### src/rtl/trace_pkg.sv
// every frame is a fixed 6 bytes, FIFO depth and bank count must stay powers of two
package trace_pkg;

  // CSR side
  localparam int CsrAddrWidth = 12;
  localparam logic [CsrAddrWidth-1:0] TraceCsrAddr = 12'h7c0;

  // free-running cycle counter, only the captured value is traced
  localparam int TimerWidth = 8;

  // record kind byte
  localparam logic [7:0] KindIrqEntry = 8'h01;
  localparam logic [7:0] KindTailChain = 8'h02;
  localparam logic [7:0] KindMark = 8'h03;

  // kind, id, prio, timer
  localparam int RecordBytes = 4;
  // COBS code byte plus zero delimiter on top of the record
  localparam int FrameBytes = RecordBytes + 2;

  // byte FIFO, interleaved over banks
  localparam int FifoDepth = 32;
  localparam int FifoBanks = 8;
  localparam int FifoBankDepth = FifoDepth / FifoBanks;
  localparam int BankSelWidth = $clog2(FifoBanks);
  localparam int FifoPtrWidth = $clog2(FifoDepth);
  localparam int FifoCountWidth = 6;

  // 8N1 serial line
  localparam int UartBitCycles = 4;
  localparam int UartCntWidth = $clog2(UartBitCycles);

endpackage

### src/rtl/trace_encoder.sv
// one event per cycle at most, interrupt wins over a mark; rs1 bits 31:16 are never traced
`timescale 1ns/10ps

module trace_encoder (
  input  logic                                clk_i,
  input  logic                                reset_i,
  input  logic                                irq_valid_i,
  input  logic [7:0]                          irq_id_i,
  input  logic [7:0]                          irq_prio_i,
  input  logic                                tail_chain_i,
  input  logic                                csr_enable_i,
  input  logic [trace_pkg::CsrAddrWidth-1:0]  csr_addr_i,
  input  logic [31:0]                         rs1_data_i,
  output logic                                frame_valid_o,
  output logic [8*trace_pkg::FrameBytes-1:0]  frame_data_o
);
  import trace_pkg::*;

  logic [TimerWidth-1:0] timer;
  logic                  mark_hit;
  logic                  event_valid;
  logic [7:0]            record [RecordBytes];
  logic [7:0]            frame [FrameBytes];
  logic [2:0]            next_zero;

  // trace-mark register decode
  assign mark_hit = csr_enable_i && (csr_addr_i == TraceCsrAddr);
  assign event_valid = irq_valid_i || mark_hit;

  // record fields
  always_comb begin
    if (irq_valid_i) begin
      record[0] = tail_chain_i ? KindTailChain : KindIrqEntry;
      record[1] = irq_id_i;
      record[2] = irq_prio_i;
    end else begin
      record[0] = KindMark;
      record[1] = rs1_data_i[15:8];
      record[2] = rs1_data_i[7:0];
    end
    record[3] = timer;
  end

  // COBS, walk backwards so each zero learns the distance to the next one
  // the delimiter position counts as the final zero
  always_comb begin
    next_zero = 3'(FrameBytes - 1);
    for (int i = RecordBytes; i >= 1; i--) begin
      if (record[i-1] == 8'h00) begin
        frame[i] = 8'(next_zero - 3'(i));
        next_zero = 3'(i);
      end else begin
        frame[i] = record[i-1];
      end
    end
    frame[0] = 8'(next_zero);
    frame[FrameBytes-1] = 8'h00;
  end

  // timer is 0 in the first cycle out of reset
  always_ff @(posedge clk_i) begin
    if (reset_i) begin
      timer <= '0;
      frame_valid_o <= 1'b0;
    end else begin
      timer <= timer + 1'b1;
      frame_valid_o <= event_valid;
    end
  end

  // first frame byte in the low bits
  always_ff @(posedge clk_i) begin
    if (event_valid) begin
      for (int k = 0; k < FrameBytes; k++) begin
        frame_data_o[8*k +: 8] <= frame[k];
      end
    end
  end

  // both sources at once means the mark is lost
  ap_single_source: assert property (
    @(posedge clk_i) disable iff (reset_i)
    !(irq_valid_i && mark_hit)
  ) else $error("interrupt and trace mark in the same cycle, mark dropped");

endmodule

### src/rtl/trace_fifo.sv
// takes whole 6-byte frames only; a frame that does not fit is dropped, never split
`timescale 1ns/10ps

module trace_fifo (
  input  logic                                clk_i,
  input  logic                                reset_i,
  input  logic                                frame_valid_i,
  input  logic [8*trace_pkg::FrameBytes-1:0]  frame_data_i,
  input  logic                                byte_ack_i,
  output logic                                byte_avail_o,
  output logic [7:0]                          byte_data_o,
  output logic                                drop_o
);
  import trace_pkg::*;

  logic [7:0]                  mem [FifoBanks][FifoBankDepth];
  logic [FifoPtrWidth-1:0]     wr_ptr;
  logic [FifoPtrWidth-1:0]     rd_ptr;
  logic [FifoPtrWidth-1:0]     wr_addr [FrameBytes];
  logic [FifoCountWidth-1:0]   count;
  logic                        accept;
  logic                        pop;

  // free space test uses the count before any pop this cycle
  assign accept = frame_valid_i && (count <= FifoCountWidth'(FifoDepth - FrameBytes));
  assign drop_o = frame_valid_i && !accept;

  assign byte_avail_o = (count != '0);
  assign pop = byte_ack_i && byte_avail_o;

  // low pointer bits pick the bank, high bits the row
  assign byte_data_o = mem[rd_ptr[BankSelWidth-1:0]][rd_ptr[FifoPtrWidth-1:BankSelWidth]];

  // consecutive addresses land in distinct banks
  always_comb begin
    for (int k = 0; k < FrameBytes; k++) begin
      wr_addr[k] = wr_ptr + FifoPtrWidth'(k);
    end
  end

  always_ff @(posedge clk_i) begin
    if (accept) begin
      for (int k = 0; k < FrameBytes; k++) begin
        mem[wr_addr[k][BankSelWidth-1:0]][wr_addr[k][FifoPtrWidth-1:BankSelWidth]] <=
          frame_data_i[8*k +: 8];
      end
    end
  end

  always_ff @(posedge clk_i) begin
    if (reset_i) begin
      wr_ptr <= '0;
      rd_ptr <= '0;
      count <= '0;
    end else begin
      if (accept) begin
        wr_ptr <= wr_ptr + FifoPtrWidth'(FrameBytes);
      end
      if (pop) begin
        rd_ptr <= rd_ptr + 1'b1;
      end
      count <= count + (accept ? FifoCountWidth'(FrameBytes) : '0) - FifoCountWidth'(pop);
    end
  end

  ap_count_bound: assert property (
    @(posedge clk_i) disable iff (reset_i)
    count <= FifoCountWidth'(FifoDepth)
  ) else $error("fifo fill count above depth");

  // transmitter must only take a byte that is there
  ap_no_ack_empty: assert property (
    @(posedge clk_i) disable iff (reset_i)
    byte_ack_i |-> byte_avail_o
  ) else $error("byte acknowledged while fifo empty");

endmodule

### src/rtl/uart_tx.sv
// 8N1, fixed bit period from the package; back-to-back bytes run with no idle gap
`timescale 1ns/10ps

module uart_tx (
  input  logic       clk_i,
  input  logic       reset_i,
  input  logic       byte_avail_i,
  input  logic [7:0] byte_data_i,
  output logic       byte_ack_o,
  output logic       tx_o
);
  import trace_pkg::*;

  typedef enum logic {
    st_idle,
    st_shift
  } state_t;

  state_t                  state;
  logic [UartCntWidth-1:0] bit_cnt;
  logic [3:0]              bit_idx;
  logic [8:0]              shreg;
  logic                    tx_q;
  logic                    bit_end;
  logic                    last_cycle;

  assign bit_end = (bit_cnt == UartCntWidth'(UartBitCycles - 1));
  // bit 0 start, 1..8 data, 9 stop
  assign last_cycle = (state == st_shift) && bit_end && (bit_idx == 4'd9);
  // take a byte when idle or as the stop bit ends
  assign byte_ack_o = byte_avail_i && ((state == st_idle) || last_cycle);
  assign tx_o = tx_q;

  always_ff @(posedge clk_i) begin
    if (reset_i) begin
      state <= st_idle;
      bit_cnt <= '0;
      bit_idx <= '0;
      tx_q <= 1'b1;
    end else if (byte_ack_o) begin
      state <= st_shift;
      bit_cnt <= '0;
      bit_idx <= '0;
      tx_q <= 1'b0;
    end else if (last_cycle) begin
      state <= st_idle;
      tx_q <= 1'b1;
    end else if (state == st_shift) begin
      if (bit_end) begin
        bit_cnt <= '0;
        bit_idx <= bit_idx + 1'b1;
        tx_q <= shreg[0];
      end else begin
        bit_cnt <= bit_cnt + 1'b1;
      end
    end
  end

  // stop bit sits above the data and shifts in behind it
  always_ff @(posedge clk_i) begin
    if (byte_ack_o) begin
      shreg <= {1'b1, byte_data_i};
    end else if ((state == st_shift) && bit_end) begin
      shreg <= {1'b1, shreg[8:1]};
    end
  end

  ap_idle_high: assert property (
    @(posedge clk_i) disable iff (reset_i)
    (state == st_idle) |-> tx_o
  ) else $error("tx line low while transmitter idle");

endmodule

### src/rtl/trace_top.sv
// trace path only, interrupt controller and CSR write come in from outside the core
`timescale 1ns/10ps

module trace_top (
  input  logic                                clk_i,
  input  logic                                reset_i,
  input  logic                                irq_valid_i,
  input  logic [7:0]                          irq_id_i,
  input  logic [7:0]                          irq_prio_i,
  input  logic                                tail_chain_i,
  input  logic                                csr_enable_i,
  input  logic [trace_pkg::CsrAddrWidth-1:0]  csr_addr_i,
  input  logic [31:0]                         rs1_data_i,
  output logic                                tx_o,
  output logic                                drop_o
);
  import trace_pkg::*;

  logic                    frame_valid;
  logic [8*FrameBytes-1:0] frame_data;
  logic                    byte_avail;
  logic [7:0]              byte_data;
  logic                    byte_ack;

  trace_encoder enc (
    .clk_i,
    .reset_i,
    .irq_valid_i,
    .irq_id_i,
    .irq_prio_i,
    .tail_chain_i,
    .csr_enable_i,
    .csr_addr_i,
    .rs1_data_i,
    .frame_valid_o(frame_valid),
    .frame_data_o (frame_data)
  );

  trace_fifo fifo_i (
    .clk_i,
    .reset_i,
    .frame_valid_i(frame_valid),
    .frame_data_i (frame_data),
    .byte_ack_i   (byte_ack),
    .byte_avail_o (byte_avail),
    .byte_data_o  (byte_data),
    .drop_o
  );

  uart_tx i_uart (
    .clk_i,
    .reset_i,
    .byte_avail_i(byte_avail),
    .byte_data_i (byte_data),
    .byte_ack_o  (byte_ack),
    .tx_o
  );

endmodule

### config.mk
export PLATFORM = sky130hd
export DESIGN_NAME = trace_top
export DESIGN_NICKNAME = d
export VERILOG_FILES = /design/src/rtl/trace_pkg.sv /design/src/rtl/trace_encoder.sv /design/src/rtl/trace_fifo.sv /design/src/rtl/uart_tx.sv /design/src/rtl/trace_top.sv
export SDC_FILE = /design/constraint.sdc
export NUM_CORES = 1
export LEC_CHECK = 0
export BUFFER_PORTS_ARGS = -buffer_cell sky130_fd_sc_hd__buf_2
export CAP_MARGIN = 10
export CORE_MARGIN = 2
export CORE_UTILIZATION = 41
export CTS_BUF_LIST = sky130_fd_sc_hd__clkbuf_4 sky130_fd_sc_hd__clkbuf_8
export DETAILED_ROUTE_END_ITERATION = 10
export PLACE_DENSITY = 0.59
export SLEW_MARGIN = 5
export SYNTH_ARGS = -nofsm -noshare
export SYNTH_HDL_FRONTEND = slang
export SYNTH_SLANG_ARGS = --single-unit
### constraint.sdc
create_clock -name clk_i -period 3.36 [get_ports clk_i]
set_input_delay 0.336 -clock clk_i [delete_from_list [all_inputs] [get_ports clk_i]]
set_output_delay 0.336 -clock clk_i [all_outputs]
set_load 0.01 [all_outputs]
After elaboration in Yosys (flattened, before gate mapping)
Memory sizes are Yosys's and may differ from the RTL's. A register that Yosys moved wholly into a read port is not among the register bits.
Index checks and enable logic that the tools add are counted.
{"block": "word_totals", "register_bits": 76, "ramBits": 256, "out_inout_bits": 2, "memories": 1}
{"block": "classes", "add_sub_neg": 15, "order_cmp": 14, "n_eq_ne": 3, "muxes": 42, "n_bitwise": 9, "reduce_logical": 29}
{"name": "fifo_i.mem", "words": 8, "word_bits": 32, "read_ports": 1, "rd_ports_with_merged_regs": 1, "wr": 6, "line": "trace_fifo.sv:16", "text": "logic [7:0] mem [FifoBanks][FifoBankDepth];"}
{"operator": "$mux W32", "n": 6}
{"operator": "$mux W8", "n": 13}
{"operator": "$demux W8 S2", "n": 6}
{"operator": "$logic_not A8 Y1", "n": 4}
{"operator": "$mux W24", "n": 1}
{"operator": "$ge A3 B3 Y1 const B", "n": 7}
{"operator": "$not A2 Y3", "n": 7}
{"operator": "$lt A3 B1 Y1 const B", "n": 6}
{"operator": "$bmux W8 S2", "n": 1}
{"operator": "$add A5 B3 Y5 const B", "n": 3}
{"operator": "$mux W3", "n": 5}
{"operator": "$logic_and A1 B1 Y1", "n": 13}
{"operator": "$eq A12 B11 Y1 const B", "n": 1}
{"operator": "$add A5 B1 Y5 const B", "n": 2}
{"operator": "$add A5 B2 Y5 const B", "n": 2}
{"operator": "$add A8 B1 Y8 const B", "n": 1}
{"operator": "$mux W1", "n": 8}
{"operator": "$sub A3 B2 Y4 const B", "n": 2}
{"operator": "$add A6 B6 Y6", "n": 1}
{"operator": "$le A6 B5 Y1 const B", "n": 1}
{"operator": "$reduce_bool A3 Y1", "n": 2}
{"operator": "$reduce_bool A6 Y1", "n": 1}
{"operator": "$sub A6 B1 Y6", "n": 1}
{"operator": "$add A4 B1 Y4 const B", "n": 1}
{"operator": "other kinds (12)", "n": 17}

Logic depth before layout (Yosys ltp)
{"block": "depth", "word_depth": 8, "ltp_mapped": 15, "depth_no_buf": 14}

Cells and area by module
Synthesis repeated with hierarchy kept, for this count alone.
{"block": "hier_totals", "cells_unflattened": 2062, "area_unflattened_um2": 21251.6}
{"module": "trace_fifo", "instances": 1, "cells_per_inst": 1852, "area_per_inst_um2": 18619.1, "seq_area_each_um2": 8047.7}
{"module": "trace_encoder", "instances": 1, "cells_per_inst": 149, "area_per_inst_um2": 1881.8, "seq_area_each_um2": 1111.1}
{"module": "uart_tx", "instances": 1, "cells_per_inst": 61, "area_per_inst_um2": 750.7, "seq_area_each_um2": 400.4}

Worst setup path before layout
No wires, ideal clock.
{"block": "synth_timing", "path_kind": "register -> register", "startpoint": "register fifo_i.count[5]", "endpoint": "register fifo_i.count[5]", "setup_ns": 0.128, "arrival_time_ns": 2.958, "required_ns": 3.232, "path_slack_ns": 0.275, "path_stages_with_launch": 16, "period_less_slack_ns": 3.085, "path_cell_list": "dfxtp_1 > inv_1 > ha_1 > and4b_1 > o21ai_4 > a21boi_1 > inv_2 > buf_2 > ha_1 > inv_1 > ha_1 > fa_1 > a21o_1 > a21oi_1 > xnor2_1 > nor2_1"}
{"block": "synth_via", "elab_chain_len": 5}
{"element": "start: declaration", "line": "trace_fifo.sv:20", "text": "logic [FifoCountWidth-1:0] count;"}
{"element": "start signal: assignment", "line": "trace_fifo.sv:62", "text": "count <= count + (accept ? FifoCountWidth'(FrameBytes) : '0) - FifoCountWidth'(pop);"}
{"element": "start signal: assignment", "line": "trace_fifo.sv:68", "text": "count <= FifoCountWidth'(FifoDepth)"}
{"element": "$le A6 B5 Y1", "line": "trace_fifo.sv:25", "text": "assign accept = frame_valid_i && (count <= FifoCountWidth'(FifoDepth - FrameBytes));"}
{"element": "$logic_and A1 B1 Y1", "line": "trace_fifo.sv:25"}
{"element": "$mux W3", "line": "trace_fifo.sv:62"}
{"element": "$add A6 B6 Y6", "line": "trace_fifo.sv:62"}
{"element": "$sub A6 B1 Y6 *", "line": "trace_fifo.sv:62"}
Every way passes the cells marked *; elsewhere a longest branch is shown, timed or not.
A chain may end at the register's enable or synchronous reset.

Worst setup path in the final report
{"block": "layout_timing", "startpoint": "register fifo_i.count[5]", "endpoint": "output drop_o"}
{"block": "layout_via", "elab_chain_len": 4}
{"element": "$le A6 B5 Y1", "line": "trace_fifo.sv:25"}
{"element": "$logic_and A1 B1 Y1", "line": "trace_fifo.sv:25"}
{"element": "$logic_not A1 Y1", "line": "trace_fifo.sv:26", "text": "assign drop_o = frame_valid_i && !accept;"}
{"element": "$logic_and A1 B1 Y1", "line": "trace_fifo.sv:26"}
{"element": "end: declaration", "line": "trace_top.sv:15", "text": "output logic drop_o"}
No other way between the ends.

==> results.json <==
{
  "run_status": "finished clean",
  "grt_setup_unrepaired": "no",
  "drt-met1-wl_um": 24500,
  "setup_tns_ps": 0,
  "finalWeightedCongestion": 0.984,
  "cp_slowest_stage_delay_ps": 480,
  "via_count_of_the_first_global_routing_pass": 14200,
  "boundaryPins": 67,
  "min_to": "enc.frame_data_o[28]",
  "powerDensity_nw_per_um2": 659,
  "cts.repair.resized": 0,
  "synthCells": 1791,
  "end_kind": "output pin",
  "worst_path_dominant_cell_family": "buffers and inverters",
  "post-cts-setup-buffers": 0,
  "antenna_violating_nets_post_route": 0,
  "timing.rr.start": "fifo_i.count[5]",
  "synth_warnings": 0,
  "dpl_worst_slack_ps": 378,
  "worst_slew_pin_slew_ps": 1300,
  "final_period_minus_worst_setup_slack_ps": 3050,
  "whs_path_depth": 2,
  "setup_viol": 0,
  "worst_r2r_path_depth": 14,
  "drt_iter0_drc": 1501,
  "async_reset_ff_frac": 0,
  "cts-root-buf": "clkbuf_8",
  "tritoncts_num_sinks": 330,
  "place_hpwl_um": 39700,
  "final_max_slew_viol_count": 0,
  "dr_vias": 14700,
  "holdCritStartpoint": "irq_prio_i[4]",
  "synth_area_um2": 17800,
  "placement_rows": 76,
  "number_of_synthesized_register_bits": 330,
  "chipHeight_um": 212,
  "ctsLongestPathBuffers": 3,
  "critPathKind": "reg -> out",
  "grt_pass1_wl_um": 88000,
  "final.period_utilization": 0.909,
  "yosys_most_used_dff": "edfxtp_1",
  "wl_met3_um": 4900,
  "cts-buffers-inserted": 54,
  "clock_insertion_delay_worst_skew_ps": 630,
  "relative_area_change_from_synthesis_to_final_layout_pct": 11.1,
  "final_util": 0.460,
  "tritoncts": "yes",
  "max_freq_mhz": 327,
  "crit_path_max_fanout": 35,
  "post_route_cells_drive_above_1_share": 0.188,
  "seq_area_frac_synth": 0.465,
  "timing.hold.worst.class": "in -> reg",
  "pleak_nw": 7.34,
  "layout_commonest_cell": "nand2_1",
  "clock-skew-final_ps": 23.7,
  "length_of_the_first_detailed_routing_pass_in_iterations": 7,
  "path_cells": "inv_1 > ha_1 > and4b_1 > o21ai_4 > buf_4 > and3_1 > buf_2",
  "width_of_the_die_um": 212,
  "area.sequential_um2": 8280,
  "vias_per_cell": 6.04,
  "worst_setup_path_start_kind": "flip-flop",
  "largest_net_degree_at_the_start_of_global_routing": 55,
  "count_of_flip_flops_with_a_built_in_enable_after_synthesis": 167,
  "r2r-end": "fifo_i.count[5]",
  "setup_slack_ps": 305,
  "initial_utilization": 0.414,
  "leftover_overflow_at_the_end_of_global_routing": 0,
  "finalHoldViolations": 0,
  "commonest_cells_after_routing_fill_and_taps_aside": "nand2_1 (223), o21ai_0 (176), nor2_1 (167), edfxtp_1 (167), dfxtp_1 (161)",
  "highest-signal-layer": "met4",
  "register_to_register_setup_slack_ps": 370,
  "wl_um": 59000,
  "met2_wire_length_um": 26700,
  "critPathRequiredTime_ps": 3020,
  "slew_headroom": 0.132,
  "grt_antenna_before_repair": 0,
  "grtUsageTotal": 0.263,
  "cts.reportedPaths.clkPinSlew_ps": 60,
  "vdd_drop_max_mv": 0.487,
  "finalNetCount": 1892,
  "cts_max_level": 2,
  "cp_num_buf_inv": 3,
  "crit_path_top_delay_cell": "buf_4",
  "place.port_buffers": 50,
  "num-fill-cells": 4149,
  "synthDistinctLibCells": 72,
  "core-area_um2": 43000,
  "drcViolationCount": 0,
  "wl_per_cell_um": 24.2,
  "timing.max_cap.violations": 0,
  "cp.arrival_ps": 2720,
  "die_area_um2": 45100,
  "area_taken_by_multi_input_logic_gates_um2": 8740,
  "synthesis.area_per_instance_um2": 9.94
}
-- stage by stage --
| step | hold slack, ps | instances | power (mW) | area (um2) |
|---|---|---|---|---|
| 3_5_place_dp | 441 | 2330 | 9.28 | 18600 |
| 6_report | 35.6 | 2433 | 13.0 | 19800 |
| 2_1_floorplan | 426 | 1792 | 8.03 | 17800 |
| 3_3_place_gp | 433 | 2330 | 9.21 | 18600 |
| 5_1_grt | 30.9 | 2432 | 13.6 | 19800 |
| 4_1_cts | 3.18 | 2432 | 13.0 | 19800 |
-- cell usage after synthesis, drive strengths merged (5+ instances only) --
| cell type | count | area share |
|---|---|---|
| dfxtp | 163 | 0.18 |
| o22ai | 25 | 0.0088 |
| o21ai | 181 | 0.052 |
| or2 | 6 | 0.0021 |
| mux4 | 55 | 0.070 |
| a211o | 8 | 0.0039 |
| a21o | 20 | 0.0084 |
| mux2i | 77 | 0.043 |
| o31ai | 5 | 0.0021 |
| a21oi | 155 | 0.044 |
| xor2 | 10 | 0.0060 |
| a22o | 60 | 0.030 |
| inv | 24 | 0.0051 |
| nor2 | 167 | 0.035 |
| edfxtp | 167 | 0.28 |
| nor3 | 11 | 0.0031 |
| nand2b | 9 | 0.0032 |
| nor4 | 7 | 0.0028 |
| nor2b | 9 | 0.0032 |
| clkbuf | 75 | 0.016 |
| ha | 24 | 0.017 |
| and2 | 17 | 0.0060 |
| a211oi | 51 | 0.026 |
| nand2 | 224 | 0.047 |
| buf | 80 | 0.024 |
| mux2 | 26 | 0.016 |
| o211ai | 33 | 0.018 |
| a22oi | 9 | 0.0038 |
| xnor2 | 11 | 0.0058 |
| nand3 | 40 | 0.012 |
-- flip-flops by register name, indices dropped and copies added (netlist names), named ones only --
| name | cells |
|---|---|
| enc.frame_data_o | 31 |
| i_uart.bit_cnt | 2 |
| i_uart.state | 1 |
| i_uart.bit_idx | 4 |
| fifo_i.rd_ptr | 5 |
| i_uart.shreg | 8 |
| fifo_i.count | 6 |
| i_uart.tx_o | 1 |
| enc.frame_valid_o | 1 |
| enc.timer | 8 |
| fifo_i.wr_ptr | 4 |
| fifo_i.mem | 256 |
-- timing repair --
item / in CTS / in global routing
endpoints found under the setup margin: 0 / 0
hold buffers: 1 / 0
endpoints found under the hold margin: 2 / 0
-- cell families (layout without fill, tap and decap cells) --
| family | Yosys count | in the layout | synth area share |
|---|---|---|---|
| fa+ha+maj | 25 | 25 | 0.0180 |
| flops | 330 | 330 | 0.465 |
| mux | 158 | 158 | 0.129 |
| compound gates | 568 | 568 | 0.207 |
| other cells | 1 | 3 | 0.000211 |
| buf+inv | 179 | 234 | 0.0449 |
| xor+xnor | 21 | 21 | 0.0118 |
| simple gates | 509 | 509 | 0.123 |
-- routing by layer --
metal / global-route usage / vias to the layer above
met5: 0 / -
met2: 0.421 / 767
met4: 0.122 / 0
met1: 0.354 / 7148
li1: - / 6649
met3: 0.0359 / 137
-- power breakdown --
group,internal (mW),switching [mW]
Clock,2.10,1.65
Sequential,4.98,0.616
Combinational,1.48,2.21
-- worst max-delay path by stage --
stage,startpoint,cells past startpoint,endpoint,slack [ps]
4_1_cts,fifo_i.count[5],7,drop_o,310
6_report,fifo_i.count[5],7,drop_o,310
5_1_grt,fifo_i.count[5],14,fifo_i.count[5],160
3_5_place_dp,fifo_i.count[5],14,fifo_i.count[5],380
2_1_floorplan,fifo_i.count[5],15,fifo_i.count[5],270
3_3_place_gp,fifo_i.count[5],14,fifo_i.count[5],450
-- cell type report --
cell class / count / share of cell area
Multi-Input combinational cell: 1283 / 0.442
Sequential cell: 330 / 0.419
Clock buffer: 93 / 0.0569
Timing Repair Buffer: 109 / 0.0377
Tap cell: 585 / 0.0370
Inverter: 24 / 0.00456
Clock inverter: 8 / 0.00253
Antenna cell: 1 / 0.000127
Note: power is estimated with default switching activity, not from simulation.
